==> src/hw/hist_accum_pkg.sv <==
`default_nettype none

package hist_accum_pkg;

    localparam int HIST_WORD_WIDTH = 32;   // one incoming bin count
    localparam int MAX_ADDR_WIDTH  = 12;   // up to 4096 bins

    // plain vectors, named by what they carry
    typedef logic [HIST_WORD_WIDTH-1:0]   hist_word_t;
    typedef logic [2*HIST_WORD_WIDTH-1:0] bin_count_t;   // running total per bin
    typedef logic [MAX_ADDR_WIDTH-1:0]    bin_addr_t;
    typedef logic [MAX_ADDR_WIDTH:0]      bin_index_t;   // weight n = addr + 1

    // sum of x, one index width of headroom
    typedef logic [2*HIST_WORD_WIDTH+MAX_ADDR_WIDTH:0] count_sum_t;
    // sum of n*x, two index widths of headroom
    typedef logic [2*HIST_WORD_WIDTH+2*MAX_ADDR_WIDTH+1:0] weighted_sum_t;

    // input beat, one count per cycle
    typedef struct packed {
        logic       valid;
        hist_word_t count;
    } bin_in_t;

    // updated total going out, also used inside the block
    typedef struct packed {
        logic       valid;
        logic       last;    // final bin of the frame
        bin_addr_t  addr;
        bin_count_t count;
    } bin_beat_t;

    typedef struct packed {
        logic zero_read;    // treat stored totals as zero
        logic zero_write;   // write zero back instead of the sum
    } store_ctrl_t;

endpackage

`default_nettype wire

==> src/hw/hist_ctrl.sv <==
`default_nettype none

module hist_ctrl #(
    parameter int BIN_DEPTH = 4096
) (
    input  wire                            clk,
    input  wire                            hist_reset,
    input  wire                            clear_i,
    input  wire hist_accum_pkg::bin_beat_t beat_i,
    output hist_accum_pkg::store_ctrl_t    ctrl_o
);
    import hist_accum_pkg::*;

    localparam bin_addr_t LAST_ADDR = bin_addr_t'(BIN_DEPTH - 1);

    logic clear_pend_q;    // clear seen, waiting for the next frame
    logic in_frame_q;
    logic store_empty_q;   // nothing valid written back since reset
    logic zero_wr_q;
    logic frame_start;
    logic frame_end;

    assign frame_start = beat_i.valid && !in_frame_q;
    // last beat of a complete frame
    assign frame_end = beat_i.valid && beat_i.last && (beat_i.addr == LAST_ADDR);

    // first beat of a frame picks up the pending clear straight away
    assign ctrl_o = '{zero_read:  store_empty_q,
                      zero_write: frame_start ? clear_pend_q : zero_wr_q};

    always_ff @(posedge clk) begin
        if (hist_reset) begin
            clear_pend_q  <= 1'b0;
            in_frame_q    <= 1'b0;
            store_empty_q <= 1'b1;   // memory content unknown after reset
            zero_wr_q     <= 1'b0;
        end else begin
            if (frame_start) begin
                in_frame_q   <= 1'b1;
                zero_wr_q    <= clear_pend_q;   // held for the whole frame
                clear_pend_q <= clear_i;        // strobe on first beat waits
            end else if (frame_end) begin
                in_frame_q    <= 1'b0;
                store_empty_q <= 1'b0;          // totals now in the store
                zero_wr_q     <= clear_pend_q | clear_i;
                clear_pend_q  <= clear_pend_q | clear_i;
            end else begin
                clear_pend_q <= clear_pend_q | clear_i;
            end
        end
    end

endmodule

`default_nettype wire

==> config.mk <==
export PLATFORM = sky130hd
export DESIGN_NAME = hist_ctrl
export DESIGN_NICKNAME = d
export VERILOG_FILES = /design/src/hw/hist_accum_pkg.sv /design/src/hw/hist_ctrl.sv
export SDC_FILE = /design/constraint.sdc
export NUM_CORES = 1
export LEC_CHECK = 0
export BUFFER_PORTS_ARGS = -buffer_cell sky130_fd_sc_hd__buf_2
export CAP_MARGIN = 30
export CELL_PAD_IN_SITES_DETAIL_PLACEMENT = 1
export CELL_PAD_IN_SITES_GLOBAL_PLACEMENT = 1
export CORE_UTILIZATION = 10
export DETAILED_ROUTE_END_ITERATION = 6
export PLACE_DENSITY_LB_ADDON = 0.1
export SYNTH_ARGS = -nofsm -noshare
export SYNTH_HDL_FRONTEND = slang
export SYNTH_SLANG_ARGS = --single-unit
==> constraint.sdc <==
create_clock -name clk -period 1.7 [get_ports clk]
set_clock_uncertainty 0.2 [all_clocks]
set_input_delay 0.17 -clock clk [delete_from_list [all_inputs] [get_ports clk]]
set_output_delay 0.17 -clock clk [all_outputs]
set_load 0.01 [all_outputs]
==> out/metrics.yaml <==
cp-end-kind: "output pin"
grt_max_degree: 5
cts.sinks: 4
relSlewSlack: 0.7681
crit_fanout: 4
tightest_slew_ns: 0.3452
netlist.area_leader.share: 0.3699
wl_um: 598
worstHoldPathType: "in2reg"
synth.area.top_cells: "dfxtp_1 37%, nand4_2 12%, nor4_4 9.8%"
h-tree-depth: 1
max_stage_delay_ns: 0.36
tns_ns: 0
required_ns: 1.33
grt_pass1_wl_um: 966
cts_made_buffers: 3
wire_per_inst_um: 8.543
detailroute.via_count: 248
cts.clk_slew.worst_paths_ns: 0.04
powerDensity_nw_per_um2: 697.8
cp-start-kind: "register"
clock_latency_ns: 0.24
overflow: 0
post_cts_buffers: 0
max_clock_freq_ghz: 0.6227
gp_congestion: 0.6544
die_x_um: 48.53
design.portCount: 83
track_usage: 0.05727
synth_top_area_cell: "dfxtp_1"
critPathTopFamily: "flip-flops"
yosysWarningCount: 0
coreArea_um2: 2002
cts_tree: "done"
layout_commonest_cell: "buf_2"
root_buffer: "clkbuf_4"
viasPerCell: 3.543
fp.dieH_um: 48.53
critPathBufInv: 1
dp_cells: 65
final_core_util: 0.1913
mostFrequentLayoutCells: "18 x buf_2, 4 x dfxtp_1, 3 x clkbuf_4"
ant_nets: 0
syn_area_per_cell_um2: 10.31
path_cells: "nand2b_4, mux2_2, buf_2"
critical_path_class: "reg2out"
total_leakage_power_nw: 0.1751
yosys_register_bits: 4
cap_violations: 0
final_cell_area_um2: 382.9
antenna_found_initial: 0
start_util: 0.1081
synth_area_um2: 216.5
power_uw: 267.2
arrival_ns: 1.24
ir_drop_v: 0.0001338
synthCells: 21
status: "finished clean"
setup_viol: 0
fin_crit_ns: 1.606
critPathSlowestCell: "dfxtp_1"
placed_cell_area_um2: 332.8
finalHoldViolCount: 0
clockBufferDepth: 2
drc: 0
rsz0062_at_grt: "false"
area_growth_pct: 76.88
fin_crit_sh: 0.9447
nets: 126
drive_gt1_frac: 0.6512
syn_nets: 102
drt_iter0_drc: 0
port_buffers: 18
n_fill_cell: 255
maxSlewViolCount: 0
grt_pass1_vias: 282
yosysSeqAreaShare: 0.3699
fin_cells: 70
row_count: 16
r2r_slack_ns: 0.37
diodes: 0
firstDrtPassIters: 1
dieArea_um2: 2355
ys_types: 14
==> worst register-to-register path: cells and delay by family, from the launching register on <==
family             cells  cell delay [ns]
and+or+nand+nor        2             0.24
AOI/OAI and AO/OA      1             0.05
DFF                    1             0.36
muxes                  1             0.35
==> area by class of cell <==
type                            instances  area [um^2]  area share
Sequential cell                         4        80.08      0.2092
Multi-Input combinational cell         16        136.4      0.3562
Clock buffer                            3        22.52     0.05882
Tap cell                               27        33.78     0.08824
Timing Repair Buffer                   20        110.1      0.2876
==> timing repair <==
item	in CTS	in global routing
hold buffers	2	0
resized for setup	0	1
endpoints found under the hold margin	4	0
endpoints found under the setup margin	0	1
==> cell usage after synthesis (all sizes together) <==
library cell / number
a21oi: 2
nor4: 1
nor2: 3
dfxtp: 4
a21o: 1
nand2: 2
buf: 1
nand4: 3
a211oi: 2
mux2: 1
nand2b: 1
==> cells by family (layout without fill, tap and decap cells) <==
group / count (synthesis) / in the layout / share of synthesized area
simple gates: 10 / 10 / 0.3700
compound gates: 5 / 5 / 0.1734
flops: 4 / 4 / 0.3700
mux: 1 / 1 / 0.05202
buf+inv: 1 / 23 / 0.03470
==> report_power, final <==
part	internal (mW)	switching, mW	total [mW]
Clock	0.0790	0.0394	0.118
Combinational	0.0268	0.0201	0.0468
Sequential	0.0989	0.00303	0.102
Total	0.205	0.0625	0.267
==> worst paths after layout <==
kind                                    start       endpoint  depth (start not counted)
worst max register to register     in_frame_q      zero_wr_q                          4
worst min register to register  store_empty_q  store_empty_q                          1
worst max-delay path               in_frame_q      ctrl_o[0]                          3
worst min-delay path               beat_i[77]     in_frame_q                          3
==> metrics by stage <==
| stage | hold slack (ns) | setup slack, ns |
|---|---|---|
| after floorplan | 0.03465 | 0.3712 |
| after global placement | 0.1898 | 0.3111 |
| after detailed placement | 0.1981 | 0.3015 |
| after CTS | 0.03951 | 0.04620 |
| after global routing | 0.07334 | 0.04408 |
| final | 0.05738 | 0.09404 |
==> per-layer routing <==
layer	wire length, um	global-route usage
met5	0	0
met4	12	0.05882
met3	67	0.02201
met2	297	0.1033
met1	220	0.04537
==> state kept, by name (all words and copies together) (netlist names) <==
register and flops:
zero_wr_q 1, in_frame_q 1, clear_pend_q 1, store_empty_q 1
Power figures use the tool's default switching activity.
