$ cat src/hw/hist_accum_pkg.sv
`default_nettype none

package hist_accum_pkg;

    localparam int HIST_WORD_WIDTH = 32;   // one incoming bin count
    localparam int MAX_ADDR_WIDTH  = 12;   // up to 4096 bins

    // plain vectors, named by what they carry
    typedef logic [HIST_WORD_WIDTH-1:0]   hist_word_t;
    typedef logic [2*HIST_WORD_WIDTH-1:0] bin_count_t;   // running total per bin
    typedef logic [MAX_ADDR_WIDTH-1:0]    bin_addr_t;
    typedef logic [MAX_ADDR_WIDTH:0]      bin_index_t;   // weight n = addr + 1

    // sum of x, one index width of headroom
    typedef logic [2*HIST_WORD_WIDTH+MAX_ADDR_WIDTH:0] count_sum_t;
    // sum of n*x, two index widths of headroom
    typedef logic [2*HIST_WORD_WIDTH+2*MAX_ADDR_WIDTH+1:0] weighted_sum_t;

    // input beat, one count per cycle
    typedef struct packed {
        logic       valid;
        hist_word_t count;
    } bin_in_t;

    // updated total going out, also used inside the block
    typedef struct packed {
        logic       valid;
        logic       last;    // final bin of the frame
        bin_addr_t  addr;
        bin_count_t count;
    } bin_beat_t;

    typedef struct packed {
        logic zero_read;    // treat stored totals as zero
        logic zero_write;   // write zero back instead of the sum
    } store_ctrl_t;

endpackage

`default_nettype wire

$ cat src/hw/peak_finder.sv
`default_nettype none

module peak_finder (
    input  wire                            clk,
    input  wire                            hist_reset,
    input  wire hist_accum_pkg::bin_beat_t beat_i,
    output hist_accum_pkg::bin_addr_t      index_max_o
);
    import hist_accum_pkg::*;

    bin_count_t max_q;        // largest total so far this frame
    bin_addr_t  max_addr_q;
    logic       take;
    bin_addr_t  cand_addr;

    assign take      = beat_i.count >= max_q;   // ties go to the later bin
    assign cand_addr = take ? beat_i.addr : max_addr_q;

    always_ff @(posedge clk) begin
        if (beat_i.valid && take) begin
            max_addr_q <= beat_i.addr;
        end

        if (hist_reset) begin
            max_q       <= '0;
            index_max_o <= '0;
        end else if (beat_i.valid) begin
            if (beat_i.last) begin
                max_q       <= '0;           // first beat of next frame always wins
                index_max_o <= cand_addr;    // held until the next frame ends
            end else if (take) begin
                max_q <= beat_i.count;
            end
        end
    end

endmodule

`default_nettype wire

$ cat config.mk
export PLATFORM = sky130hd
export DESIGN_NAME = peak_finder
export DESIGN_NICKNAME = d
export VERILOG_FILES = /design/src/hw/hist_accum_pkg.sv /design/src/hw/peak_finder.sv
export SDC_FILE = /design/constraint.sdc
export NUM_CORES = 1
export LEC_CHECK = 0
export BUFFER_PORTS_ARGS = -buffer_cell sky130_fd_sc_hd__buf_4
export CAP_MARGIN = 20
export CORE_ASPECT_RATIO = 0.9
export CORE_MARGIN = 4
export CORE_UTILIZATION = 52
export CTS_BUF_LIST = sky130_fd_sc_hd__clkbuf_4
export DETAILED_ROUTE_END_ITERATION = 8
export GPL_TIMING_DRIVEN = 0
export PLACE_DENSITY = 0.75
export SLEW_MARGIN = 25
export SYNTH_ARGS = -nofsm -noshare
export SYNTH_HDL_FRONTEND = slang
export SYNTH_SLANG_ARGS = --single-unit
$ cat constraint.sdc
create_clock -name clk -period 3.2 [get_ports clk]
set_input_delay 0.48 -clock clk [delete_from_list [all_inputs] [get_ports clk]]
set_output_delay 0.48 -clock clk [all_outputs]
set_load 0.03 [all_outputs]
==> results.py <==
metrics = {
    "die": {
        "rows": 32,
        "die_y_um": 96.68,
        "die_area_sq_um": 10300,
        "ios": 92,
        "chipWidth_um": 106.5,
        "core_sq_um": 8528,
        "start_util": 0.5327,
    },
    "yosys": {
        "async_reset_ff_frac": 0,
        "syn_avg_cell_area_sq_um": 9.855,
        "synth_enable_flop_cells": 12,
        "syn-num-nets": 605,
        "netlist.area_leader.share": 0.3349,
        "synth.area.top_cells": "dfxtp_1 33%, ha_1 18%, a22o_1 13%, edfxtp_1 7.9%, inv_1 5.7%",
        "synth-main-ff-cell": "dfxtp_1",
        "yosysWarnings": 0,
        "synth_most_common_cell": "dfxtp_1",
        "syn_area_sq_um": 4543,
        "synthCells": 461,
        "synth_cell_types": 34,
        "ys_ff_latch": 88,
        "synth_top_area_cell": "dfxtp_1",
        "synth-seq-area-share": 0.4142,
        "synth_common_cells": "76 x dfxtp_1, 69 x inv_1, 65 x a22o_1",
    },
    "route": {
        "vias_per_cell": 5.426,
        "vias": 3733,
        "routedWlPerCell_um": 14.19,
        "antenna_left": 0,
        "drt-pass1-iter-count": 4,
        "drc": 0,
        "drt_iter0_drc": 109,
        "wl_mm": 9.761,
    },
    "power": {
        "power_leakage_nw": 2.323,
        "power.density_nw_per_um2": 441.8,
        "ir_drop_mv": 0.2773,
    },
    "finish": {
        "utilization": 0.6539,
        "seq_area_sq_um": 1882,
        "fin_cells": 688,
        "drive_gt1_frac": 0.2342,
        "syn2layout_area_growth_pct": 22.75,
        "fin_area_sq_um": 5577,
        "multi_input_comb_area_sq_um": 2283,
        "fin_nets": 707,
        "n_fill_cell": 715,
    },
    "setup_path": {
        "worstPathCellList": "inv_1 -> ha_1 -> nand4_1 -> nor4_2 -> and3_2 -> and3_1 -> a22oi_2 -> a211oi_4 -> buf_6 -> a22o_1",
        "crit_arrival_ns": 3.35,
        "crit_type": "register to register",
        "start_kind": "register",
        "max_stage_delay_ns": 0.62,
        "slowest_stage": "a211oi_4",
        "critPathCaptureType": "register",
        "reg2reg_slack_ns": 0.25,
        "r2r_end": "max_q[4]",
        "worstRegToRegCells": 10,
        "required_ns": 3.60,
        "timing.rr.start": "max_q[59]",
        "cp_max_fo": 10,
    },
    "worst_hold_path": {
        "worstHoldStart": "beat_i[74]",
        "min_path_cells": 1,
        "whs_endpoint": "max_addr_q[10]",
        "min_path_type": "input pin to register",
    },
    "clock_tree": {
        "path_clk_slew_ns": 0.14,
        "cts_setup_buffers": 0,
        "clk_latency_ns": 0.46,
        "cts_made_buffers": 9,
        "clockBufferDepth": 2,
        "hold_buffers": 0,
        "ctsResizeCount": 0,
        "cts_root_buf": "clkbuf_4",
        "htree_levels": 3,
        "cts.sinks": 88,
        "cts_tree": "yes",
    },
    "sta": {
        "hold_viol": 0,
        "min_period_ns": 2.952,
        "post-route-period-util": 0.9225,
        "worst_slew_pin_slew_ns": 0.6596,
        "rsz0062_at_grt": "false",
        "max_slew_margin": 0.5589,
        "fmax_ghz": 0.3388,
        "fin_worst_skew_ns": 0.01662,
        "setup_viol": 0,
        "drv_slew": 0,
    },
    "global_routing": {
        "grt_antenna_before_repair": 1,
        "grt_pass1_vias": 3714,
        "overflow": 0,
        "grt_pass1_wl_mm": 16.40,
        "track_usage": 0.1949,
        "grt_max_degree": 16,
    },
    "placement": {
        "dp_hpwl_mm": 7.542,
        "portBuffers": 91,
        "placed_cells": 671,
        "place.gp.congestion": 0.8186,
        "place_area_sq_um": 5379,
    },
    "status": {
        "outcome": "finished, final reports clean",
    },
    "job": {
        "drv_cap": 0,
    },
}
==> layer usage <==
metal | vias up | GRT usage | part of all wire
met5 | - | 0 | 0
met4 | 0 | 0.05506 | 0.016
met3 | 17 | 0.07138 | 0.059
met2 | 75 | 0.3225 | 0.48
met1 | 1751 | 0.2386 | 0.45
li1 | 1890 | - | -
==> placed cells by master, fill, tap and decap left out, drive strengths merged <==
cell type / count
clkinv: 3
a22oi: 2
nand2: 14
or2: 2
a311oi: 12
or4: 1
nor2: 18
a22o: 65
nor4: 2
clkinvlp: 1
nand4: 12
or3: 2
a21o: 3
ha: 64
o22ai: 1
bufinv: 3
dfxtp: 76
buf: 105
o211ai: 1
nand3: 15
clkbuf: 15
o21ai: 25
and3: 2
a21oi: 32
nor3: 3
a221oi: 1
diode: 1
o21a: 2
inv: 69
a211oi: 3
a2111oi: 1
and2: 1
edfxtp: 12
==> stage by stage <==
stage	hold WS [ns]	worst slack (ns)	power [mW]	TNS (ns)
floorplan	0.4422	0.2823	1.511	0
global placement	0.4553	-0.3991	1.679	-4.782
detailed placement	0.4539	-0.09297	1.698	-1.109
CTS	0.1625	0.1078	2.491	0
global route	0.1504	0.04829	2.598	0
finish	0.1928	0.2481	2.464	0
==> critical path, delay by kind of cell, from the launching register on <==
| family | cells | cell delay, ns |
|---|---|---|
| DFF | 1 | 0.37 |
| adders and majority gates | 1 | 0.30 |
| buffers and inverters | 2 | 0.28 |
| AOI/OAI and AO/OA | 3 | 0.89 |
| and+or+nand+nor | 4 | 1.04 |
==> final cells by class <==
type                            instances  area share
Multi-Input combinational cell        284      0.4095
Sequential cell                        88      0.3374
Timing Repair Buffer                   91      0.1225
Inverter                               69     0.04644
Tap cell                              119     0.02670
Buffer                                 20     0.02333
Clock inverter                          7     0.02154
Clock buffer                            9     0.01212
Antenna cell                            1   0.0004487
==> where the power goes <==
part | total, mW | leakage (nW) | switching [mW] | internal (mW)
logic | 0.466 | 1.49 | 0.248 | 0.218
registers | 1.21 | 0.733 | 0.0277 | 1.18
clock network | 0.788 | 0.0961 | 0.392 | 0.396
total | 2.46 | 2.32 | 0.668 | 1.80
==> state kept, by name, indices dropped and copies added, names as in the netlist <==
signal and cells:
max_q 64, index_max_o 12, max_addr_q 12
==> worst max path at each step <==
stage / from / to / slack, ns / depth (start not counted)
after floorplan: beat_i[45] / max_addr_q[0] / 0.28 / 8
after global routing: max_q[59] / max_q[4] / 0.05 / 10
after detailed placement: beat_i[59] / max_addr_q[5] / -0.09 / 9
after global placement: beat_i[63] / max_addr_q[4] / -0.40 / 9
final: max_q[59] / max_q[4] / 0.25 / 10
after CTS: max_q[59] / max_addr_q[4] / 0.11 / 9
==> logic make-up after synthesis <==
group | synth area share
AO/OA/AOI/OAI | 0.2426
buffers and inverters | 0.08565
flip-flops | 0.4142
AND/OR/NAND/NOR | 0.08124
adder cells (fa/ha/maj) | 0.1763
Note: power is estimated with default switching activity, not from simulation.
