[src/hw/hist_accum_pkg.sv]
`default_nettype none

package hist_accum_pkg;

    localparam int HIST_WORD_WIDTH = 32;   // one incoming bin count
    localparam int MAX_ADDR_WIDTH  = 12;   // up to 4096 bins

    // plain vectors, named by what they carry
    typedef logic [HIST_WORD_WIDTH-1:0]   hist_word_t;
    typedef logic [2*HIST_WORD_WIDTH-1:0] bin_count_t;   // running total per bin
    typedef logic [MAX_ADDR_WIDTH-1:0]    bin_addr_t;
    typedef logic [MAX_ADDR_WIDTH:0]      bin_index_t;   // weight n = addr + 1

    // sum of x, one index width of headroom
    typedef logic [2*HIST_WORD_WIDTH+MAX_ADDR_WIDTH:0] count_sum_t;
    // sum of n*x, two index widths of headroom
    typedef logic [2*HIST_WORD_WIDTH+2*MAX_ADDR_WIDTH+1:0] weighted_sum_t;

    // input beat, one count per cycle
    typedef struct packed {
        logic       valid;
        hist_word_t count;
    } bin_in_t;

    // updated total going out, also used inside the block
    typedef struct packed {
        logic       valid;
        logic       last;    // final bin of the frame
        bin_addr_t  addr;
        bin_count_t count;
    } bin_beat_t;

    typedef struct packed {
        logic zero_read;    // treat stored totals as zero
        logic zero_write;   // write zero back instead of the sum
    } store_ctrl_t;

endpackage

`default_nettype wire

[src/hw/seq_divider.sv]
`default_nettype none

module seq_divider (
    input  wire                               clk,
    input  wire                               hist_reset,
    input  wire                               start_i,
    input  wire hist_accum_pkg::weighted_sum_t dividend_i,
    input  wire hist_accum_pkg::count_sum_t    divisor_i,
    output hist_accum_pkg::weighted_sum_t      quotient_o,
    output hist_accum_pkg::count_sum_t         remainder_o,
    output logic                               done_o
);
    import hist_accum_pkg::*;

    localparam int QW = $bits(weighted_sum_t);   // one cycle per quotient bit
    localparam int RW = $bits(count_sum_t);
    localparam int CW = $clog2(QW + 1);

    weighted_sum_t quo_q;     // dividend shifts out, quotient shifts in
    count_sum_t    rem_q;
    count_sum_t    dsr_q;
    logic [CW-1:0] bits_q;    // quotient bits still to produce
    logic          busy_q;
    logic [RW:0]   trial;     // partial remainder with next dividend bit
    logic [RW:0]   diff;
    logic          fits;

    assign trial = {rem_q, quo_q[QW-1]};
    assign diff  = trial - {1'b0, dsr_q};
    assign fits  = trial >= {1'b0, dsr_q};

    always_ff @(posedge clk) begin
        if (start_i && !busy_q) begin
            quo_q <= dividend_i;
            rem_q <= '0;
            dsr_q <= divisor_i;
        end else if (busy_q) begin
            // restoring step, keep the trial when the divisor does not fit
            rem_q <= fits ? diff[RW-1:0] : trial[RW-1:0];
            quo_q <= {quo_q[QW-2:0], fits};
        end

        if (hist_reset) begin
            busy_q <= 1'b0;
            bits_q <= '0;
            done_o <= 1'b0;
        end else begin
            done_o <= 1'b0;
            if (start_i && !busy_q) begin    // start ignored while busy
                busy_q <= 1'b1;
                bits_q <= CW'(QW);
            end else if (busy_q) begin
                bits_q <= bits_q - 1'b1;
                if (bits_q == CW'(1)) begin
                    busy_q <= 1'b0;
                    done_o <= 1'b1;          // QW cycles after start taken
                end
            end
        end
    end

    assign quotient_o  = quo_q;
    assign remainder_o = rem_q;

endmodule

`default_nettype wire

[src/hw/mean_calc.sv]
`default_nettype none

module mean_calc (
    input  wire                            clk,
    input  wire                            hist_reset,
    input  wire hist_accum_pkg::bin_beat_t beat_i,
    output logic                           stats_valid_o,
    output hist_accum_pkg::bin_addr_t      offset_o
);
    import hist_accum_pkg::*;

    bin_index_t    n;              // one-based weight
    weighted_sum_t prod_q;         // n*x
    bin_count_t    x_q;            // x, aligned with the product
    logic          p_vld_q;
    logic          p_last_q;
    count_sum_t    sx_acc;
    count_sum_t    sx_next;
    count_sum_t    sx_lat;         // divisor for the whole division
    weighted_sum_t nx_acc;
    weighted_sum_t nx_next;
    weighted_sum_t nx_lat;
    logic          div_start_q;
    weighted_sum_t quo;
    count_sum_t    rem;
    logic          div_done;
    logic          round_up;
    bin_index_t    mean_n;         // rounded mean, still one-based

    assign n       = bin_index_t'(beat_i.addr) + 1'b1;
    assign sx_next = sx_acc + count_sum_t'(x_q);
    assign nx_next = nx_acc + prod_q;

    always_ff @(posedge clk) begin
        prod_q <= n * beat_i.count;
        x_q    <= beat_i.count;

        // final sums, stable while the divider runs
        if (p_vld_q && p_last_q) begin
            sx_lat <= sx_next;
            nx_lat <= nx_next;
        end

        if (hist_reset) begin
            p_vld_q       <= 1'b0;
            p_last_q      <= 1'b0;
            sx_acc        <= '0;
            nx_acc        <= '0;
            div_start_q   <= 1'b0;
            stats_valid_o <= 1'b0;
            offset_o      <= '0;
        end else begin
            p_vld_q       <= beat_i.valid;
            p_last_q      <= beat_i.valid && beat_i.last;
            div_start_q   <= p_vld_q && p_last_q;   // 2 cycles after last beat
            stats_valid_o <= div_done;
            if (p_vld_q) begin
                sx_acc <= p_last_q ? '0 : sx_next;   // zeroed for next frame
                nx_acc <= p_last_q ? '0 : nx_next;
            end
            if (div_done) begin
                // empty histogram has no mean, report bin 0
                offset_o <= (sx_lat == '0) ? '0 : bin_addr_t'(mean_n - 1'b1);
            end
        end
    end

    seq_divider u_div (
        .clk        (clk),
        .hist_reset (hist_reset),
        .start_i    (div_start_q),
        .dividend_i (nx_lat),
        .divisor_i  (sx_lat),
        .quotient_o (quo),
        .remainder_o(rem),
        .done_o     (div_done)
    );

    // round up once the remainder reaches half the divisor
    assign round_up = rem >= (sx_lat >> 1);
    assign mean_n   = bin_index_t'(quo) + bin_index_t'(round_up);

endmodule

`default_nettype wire

[config.mk]
export PLATFORM = sky130hd
export DESIGN_NAME = mean_calc
export DESIGN_NICKNAME = d
export VERILOG_FILES = /design/src/hw/hist_accum_pkg.sv /design/src/hw/seq_divider.sv /design/src/hw/mean_calc.sv
export SDC_FILE = /design/constraint.sdc
export NUM_CORES = 2
export LEC_CHECK = 0
export ABC_AREA = 1
export ABC_CLOCK_PERIOD_IN_PS = 6750
export BUFFER_PORTS_ARGS = -buffer_cell sky130_fd_sc_hd__buf_2
export CORE_MARGIN = 4
export CORE_UTILIZATION = 45
export CTS_CLUSTER_DIAMETER = 50
export DETAILED_ROUTE_END_ITERATION = 8
export PLACE_DENSITY = 0.58
export SLEW_MARGIN = 20
export SYNTH_ARGS = -nofsm -noshare
export SYNTH_HDL_FRONTEND = slang
export SYNTH_HIERARCHICAL = 1
export SYNTH_SLANG_ARGS = --single-unit
[constraint.sdc]
create_clock -name clk -period 6.75 [get_ports clk]
set_input_delay 0.3375 -clock clk [delete_from_list [all_inputs] [get_ports clk]]
set_output_delay 0.3375 -clock clk [all_outputs]
set_load 0.02 [all_outputs]
==> run_summary.xml <==
<?xml version="1.0" encoding="UTF-8"?>
<metrics>
  <group name="timing">
    <metric name="setup_viol" unit="">0</metric>
    <metric name="finalWorstPathRequiredPeriod" unit="ns">6.29</metric>
    <metric name="worst_slew_pin_slew" unit="ns">1.02</metric>
    <metric name="worst_clock_skew" unit="ns">0.0719</metric>
    <metric name="grt_setup_unrepaired" unit="">false</metric>
    <metric name="worst_slack" unit="ns">0.457</metric>
    <metric name="final-max-slew-violation-count" unit="">0</metric>
    <metric name="clock.fmax" unit="MHz">159</metric>
    <metric name="slew-limit-headroom" unit="">0.322</metric>
    <metric name="final_hold_viol_count" unit="">0</metric>
    <metric name="whs" unit="ns">0.0429</metric>
    <metric name="share_of_the_clock_period_used_by_the_worst_path" unit="">0.932</metric>
  </group>
  <group name="place">
    <metric name="dp.final_hpwl" unit="mm">251</metric>
    <metric name="worst_case_setup_slack_after_placement" unit="ns">-0.214</metric>
    <metric name="placer_congestion" unit="">1.04</metric>
    <metric name="port_buffers" unit="">92</metric>
  </group>
  <group name="setup_path">
    <metric name="timing.critical_path.from" unit="">beat_i[64]</metric>
    <metric name="rr_startpoint" unit="">sx_lat[3]$_DFFE_PP_</metric>
    <metric name="data_arrival_at_the_endpoint_of_the_critical_path" unit="ns">6.90</metric>
    <metric name="path_class" unit="">in -&gt; reg</metric>
    <metric name="critPathMaxFanout" unit="">49</metric>
    <metric name="critPathLaunchType" unit="">input pin</metric>
    <metric name="critPathCaptureType" unit="">flop</metric>
    <metric name="cp_data_required_time" unit="ns">7.35</metric>
  </group>
  <group name="global_routing">
    <metric name="grt_max_degree" unit="">132</metric>
    <metric name="global_route.usage.total" unit="">0.338</metric>
    <metric name="grt_pass1_vias" unit="">68800</metric>
    <metric name="grt.overflow.total" unit="">0</metric>
    <metric name="grt_first_pass_wirelength" unit="mm">444</metric>
    <metric name="antenna_found_initial" unit="">11</metric>
  </group>
  <group name="cts">
    <metric name="cts_setup_buffers" unit="">0</metric>
    <metric name="tritoncts" unit="">done</metric>
    <metric name="max-clock-path-buffers" unit="">3</metric>
    <metric name="cts-htree-levels" unit="">3</metric>
    <metric name="cts.sinks" unit="">744</metric>
    <metric name="ctsRootBufferMaster" unit="">sky130_fd_sc_hd__clkbuf_16</metric>
    <metric name="cts.clk_slew.worst_paths" unit="ns">0.06</metric>
    <metric name="post_cts_resized" unit="">0</metric>
    <metric name="number_of_buffers_inserted_during_clock_tree_synthesis" unit="">114</metric>
    <metric name="insertion_delay" unit="ns">0.78</metric>
  </group>
  <group name="yosys">
    <metric name="synthMostInstantiatedCell" unit="">sky130_fd_sc_hd__nand2_1</metric>
    <metric name="yosys-top-cells-area" unit="">sky130_fd_sc_hd__nand2_1 18%, sky130_fd_sc_hd__fa_1 18%, sky130_fd_sc_hd__edfxtp_1 13%</metric>
    <metric name="synth.largest_area_cell" unit="">sky130_fd_sc_hd__nand2_1</metric>
    <metric name="post_syn_area" unit="um2">76500</metric>
    <metric name="yosys_register_bits" unit="">744</metric>
    <metric name="synthDistinctLibCells" unit="">57</metric>
    <metric name="synth.yosys.warnings" unit="">6</metric>
    <metric name="synth_sequential_area_ratio" unit="">0.238</metric>
    <metric name="synthesis.nets" unit="">12300</metric>
    <metric name="postSynth.topFlopCell" unit="">sky130_fd_sc_hd__dfxtp_1</metric>
    <metric name="synth_largest_type_area_fraction" unit="">0.181</metric>
    <metric name="syn_inst" unit="">11100</metric>
    <metric name="post_synth_most_frequent_cells" unit="">3,697 x sky130_fd_sc_hd__nand2_1, 2,311 x sky130_fd_sc_hd__inv_1, 954 x sky130_fd_sc_hd__nor2_1</metric>
    <metric name="synth_edf_count" unit="">334</metric>
    <metric name="avg_inst_size_synth" unit="um2">6.90</metric>
    <metric name="async_reset_ff_frac" unit="">0</metric>
  </group>
  <group name="power">
    <metric name="p_leak" unit="nW">44.0</metric>
    <metric name="p_switching" unit="mW">23.6</metric>
    <metric name="seq_power_share" unit="">0.137</metric>
    <metric name="power.density" unit="nW/um2">524</metric>
    <metric name="p_int" unit="mW">21.0</metric>
    <metric name="worst_ir_drop_vdd" unit="mV">0.578</metric>
    <metric name="power_switching_share" unit="">0.529</metric>
    <metric name="power.share.clock" unit="">0.136</metric>
    <metric name="power.share.combinational" unit="">0.727</metric>
    <metric name="power" unit="mW">44.7</metric>
  </group>
  <group name="cells_and_area">
    <metric name="nNetsFinal" unit="">12500</metric>
    <metric name="drive_gt1_frac" unit="">0.0625</metric>
    <metric name="final-seq-area" unit="um2">18200</metric>
    <metric name="area_growth_syn_to_layout" unit="%">11.5</metric>
    <metric name="finish.utilization" unit="">0.504</metric>
    <metric name="multiInputGateArea" unit="um2">48400</metric>
    <metric name="final_layout_fill_cell_count" unit="">17300</metric>
  </group>
  <group name="route">
    <metric name="final_antenna_net_count" unit="">0</metric>
    <metric name="post_drt_via_cell_ratio" unit="">5.21</metric>
    <metric name="firstDrtPassIters" unit="">6</metric>
    <metric name="detail_route.wirelength" unit="mm">299</metric>
    <metric name="post_detailed_route_wirelength_per_cell" unit="um">21.9</metric>
    <metric name="detail_route.drc_violations" unit="">0</metric>
    <metric name="detail_route.iter0.violations" unit="">6584</metric>
    <metric name="routed-via-count" unit="">71200</metric>
  </group>
  <group name="floorplan">
    <metric name="die_w" unit="um">420</metric>
    <metric name="initial_standard_cell_utilization_of_the_core" unit="">0.452</metric>
    <metric name="fp.dieH" unit="um">420</metric>
    <metric name="io_pins" unit="">93</metric>
    <metric name="die-area" unit="um2">177000</metric>
    <metric name="design.core.area" unit="um2">169000</metric>
    <metric name="placementRows" unit="">151</metric>
  </group>
  <group name="status">
    <metric name="run_status" unit="">complete, no violations</metric>
  </group>
  <group name="flow_run">
    <metric name="max_cap_viol_count" unit="">0</metric>
  </group>
  <group name="min_path">
    <metric name="worst_hold_startpoint" unit="">beat_i[58]</metric>
    <metric name="class_of_the_worst_hold_path" unit="">in -&gt; reg</metric>
  </group>
</metrics>
[cells by family after synthesis]
group | Yosys count | share of synthesized area
DFF | 744 | 0.238
AOI/OAI and AO/OA | 830 | 0.0574
xor gates and xnor gates | 188 | 0.0224
and+or+nand+nor | 5628 | 0.304
adders and majority gates | 1106 | 0.248
buffers and inverters | 2593 | 0.130
[repair_timing]
item	4_1_cts	5_1_grt
endpoints found under the setup margin	0	0
hold buffers	66	0
hold endpoints to repair	77	0
[placed cells by master (no fill, tap or decap), types with 40 or more instances in the layout]
cell type                       netlist  layout
sky130_fd_sc_hd__nor2_1             954     952
sky130_fd_sc_hd__a21oi_1            530     530
sky130_fd_sc_hd__xnor2_1             46      46
sky130_fd_sc_hd__and2_1              82      82
sky130_fd_sc_hd__nor3_1              75      75
sky130_fd_sc_hd__buf_2               53      91
sky130_fd_sc_hd__fa_1               685     685
sky130_fd_sc_hd__nand2_2             41      43
sky130_fd_sc_hd__nand3b_1            55      55
sky130_fd_sc_hd__dlygate4sd3_1        0      66
sky130_fd_sc_hd__o21ai_0            199     199
sky130_fd_sc_hd__edfxtp_1           334     334
sky130_fd_sc_hd__o21bai_1            41      41
sky130_fd_sc_hd__nand3_1            475     475
sky130_fd_sc_hd__inv_1             2311    2307
sky130_fd_sc_hd__clkbuf_16            0     116
sky130_fd_sc_hd__nand4_1             80      80
sky130_fd_sc_hd__xor2_1             133     133
sky130_fd_sc_hd__ha_1               421     420
sky130_fd_sc_hd__nor4_1              41      40
sky130_fd_sc_hd__dfxtp_1            410     409
sky130_fd_sc_hd__buf_4                4     205
sky130_fd_sc_hd__nand2_1           3697    3694
[worst paths after layout]
path	to	slack, ns	depth (start not counted)
worst max-delay path	prod_q[61]$_DFF_P_	0.46	27
worst min-delay path	x_q[58]$_DFF_P_	0.04	2
worst max register to register	offset_o[10]$_SDFFE_PP0P_	2.61	18
worst min register to register	u_div/dsr_q[21]$_DFFE_PP_	0.43	0
[metrics by stage]
stage                     cells  setup TNS (ns)  area [um2]
after global routing      13700               0       85300
after detailed placement  13400          -0.313       80700
final                     13700               0       85300
after floorplan           11100               0       76500
after CTS                 13700               0       85300
after global placement    13400          -0.259       80600
[layout make-up]
type,count,area share
sequential,744,0.214
clock inverter,75,0.0102
antenna,14,0.000411
tap,2218,0.0325
timing repair buffer,388,0.0371
inverter,2332,0.103
multi-input combinational,7752,0.567
clock buffer,143,0.0360
[power groups by stage]
stage | Sequential [mW] | Clock, mW | Combinational, mW
final | 6.14 | 6.06 | 32.5
after global routing | 6.14 | 6.38 | 35.4
after CTS | 6.11 | 6.17 | 32.0
after detailed placement | 6.20 | 0 | 31.8
after global placement | 6.20 | 0 | 31.8
after floorplan | 5.81 | 0 | 17.1
[flip-flops by register name, indices dropped and copies added (netlist names)]
register and count:
u_div/done_o 1, p_last_q 1, nx_lat 90, u_div/remainder_o 77
u_div/dsr_q 77, nx_acc 90, x_q 64, u_div/quotient_o 90
u_div/busy_q 1, u_div/bits_q 7, offset_o 12, sx_acc 77
prod_q 77, stats_valid_o 1, div_start_q 1, p_vld_q 1
sx_lat 77
[routing by layer]
layer,GRT usage,vias to the layer above,routed length [um]
met3,0.0570,366,23700
met2,0.493,2597,123000
met1,0.508,34200,142000
li1,-,34000,-
met4,0.102,8,10500
met5,0.00556,-,173
[worst max-delay path: stages]
cell and delay, ns:
sky130_fd_sc_hd__buf_2 0.12, sky130_fd_sc_hd__inv_1 0.06, sky130_fd_sc_hd__nor3_1 0.27, sky130_fd_sc_hd__buf_4 0.19
sky130_fd_sc_hd__or2_2 0.10, sky130_fd_sc_hd__nand2_1 0.07, sky130_fd_sc_hd__inv_2 0.09, sky130_fd_sc_hd__buf_12 0.23
sky130_fd_sc_hd__nand2_1 0.14, sky130_fd_sc_hd__fa_1 0.55, sky130_fd_sc_hd__inv_1 0.05, sky130_fd_sc_hd__fa_1 0.52
sky130_fd_sc_hd__fa_1 0.52, sky130_fd_sc_hd__inv_1 0.05, sky130_fd_sc_hd__fa_1 0.51, sky130_fd_sc_hd__fa_1 0.57
sky130_fd_sc_hd__inv_1 0.04, sky130_fd_sc_hd__ha_1 0.35, sky130_fd_sc_hd__a21oi_1 0.26, sky130_fd_sc_hd__inv_1 0.09
sky130_fd_sc_hd__a21oi_2 0.38, sky130_fd_sc_hd__o21ai_1 0.31, sky130_fd_sc_hd__a21oi_1 0.46, sky130_fd_sc_hd__nand3b_1 0.21
sky130_fd_sc_hd__nand2_1 0.07, sky130_fd_sc_hd__nand2_1 0.06, sky130_fd_sc_hd__nand2_1 0.16
Note: power is estimated with default switching activity, not from simulation.
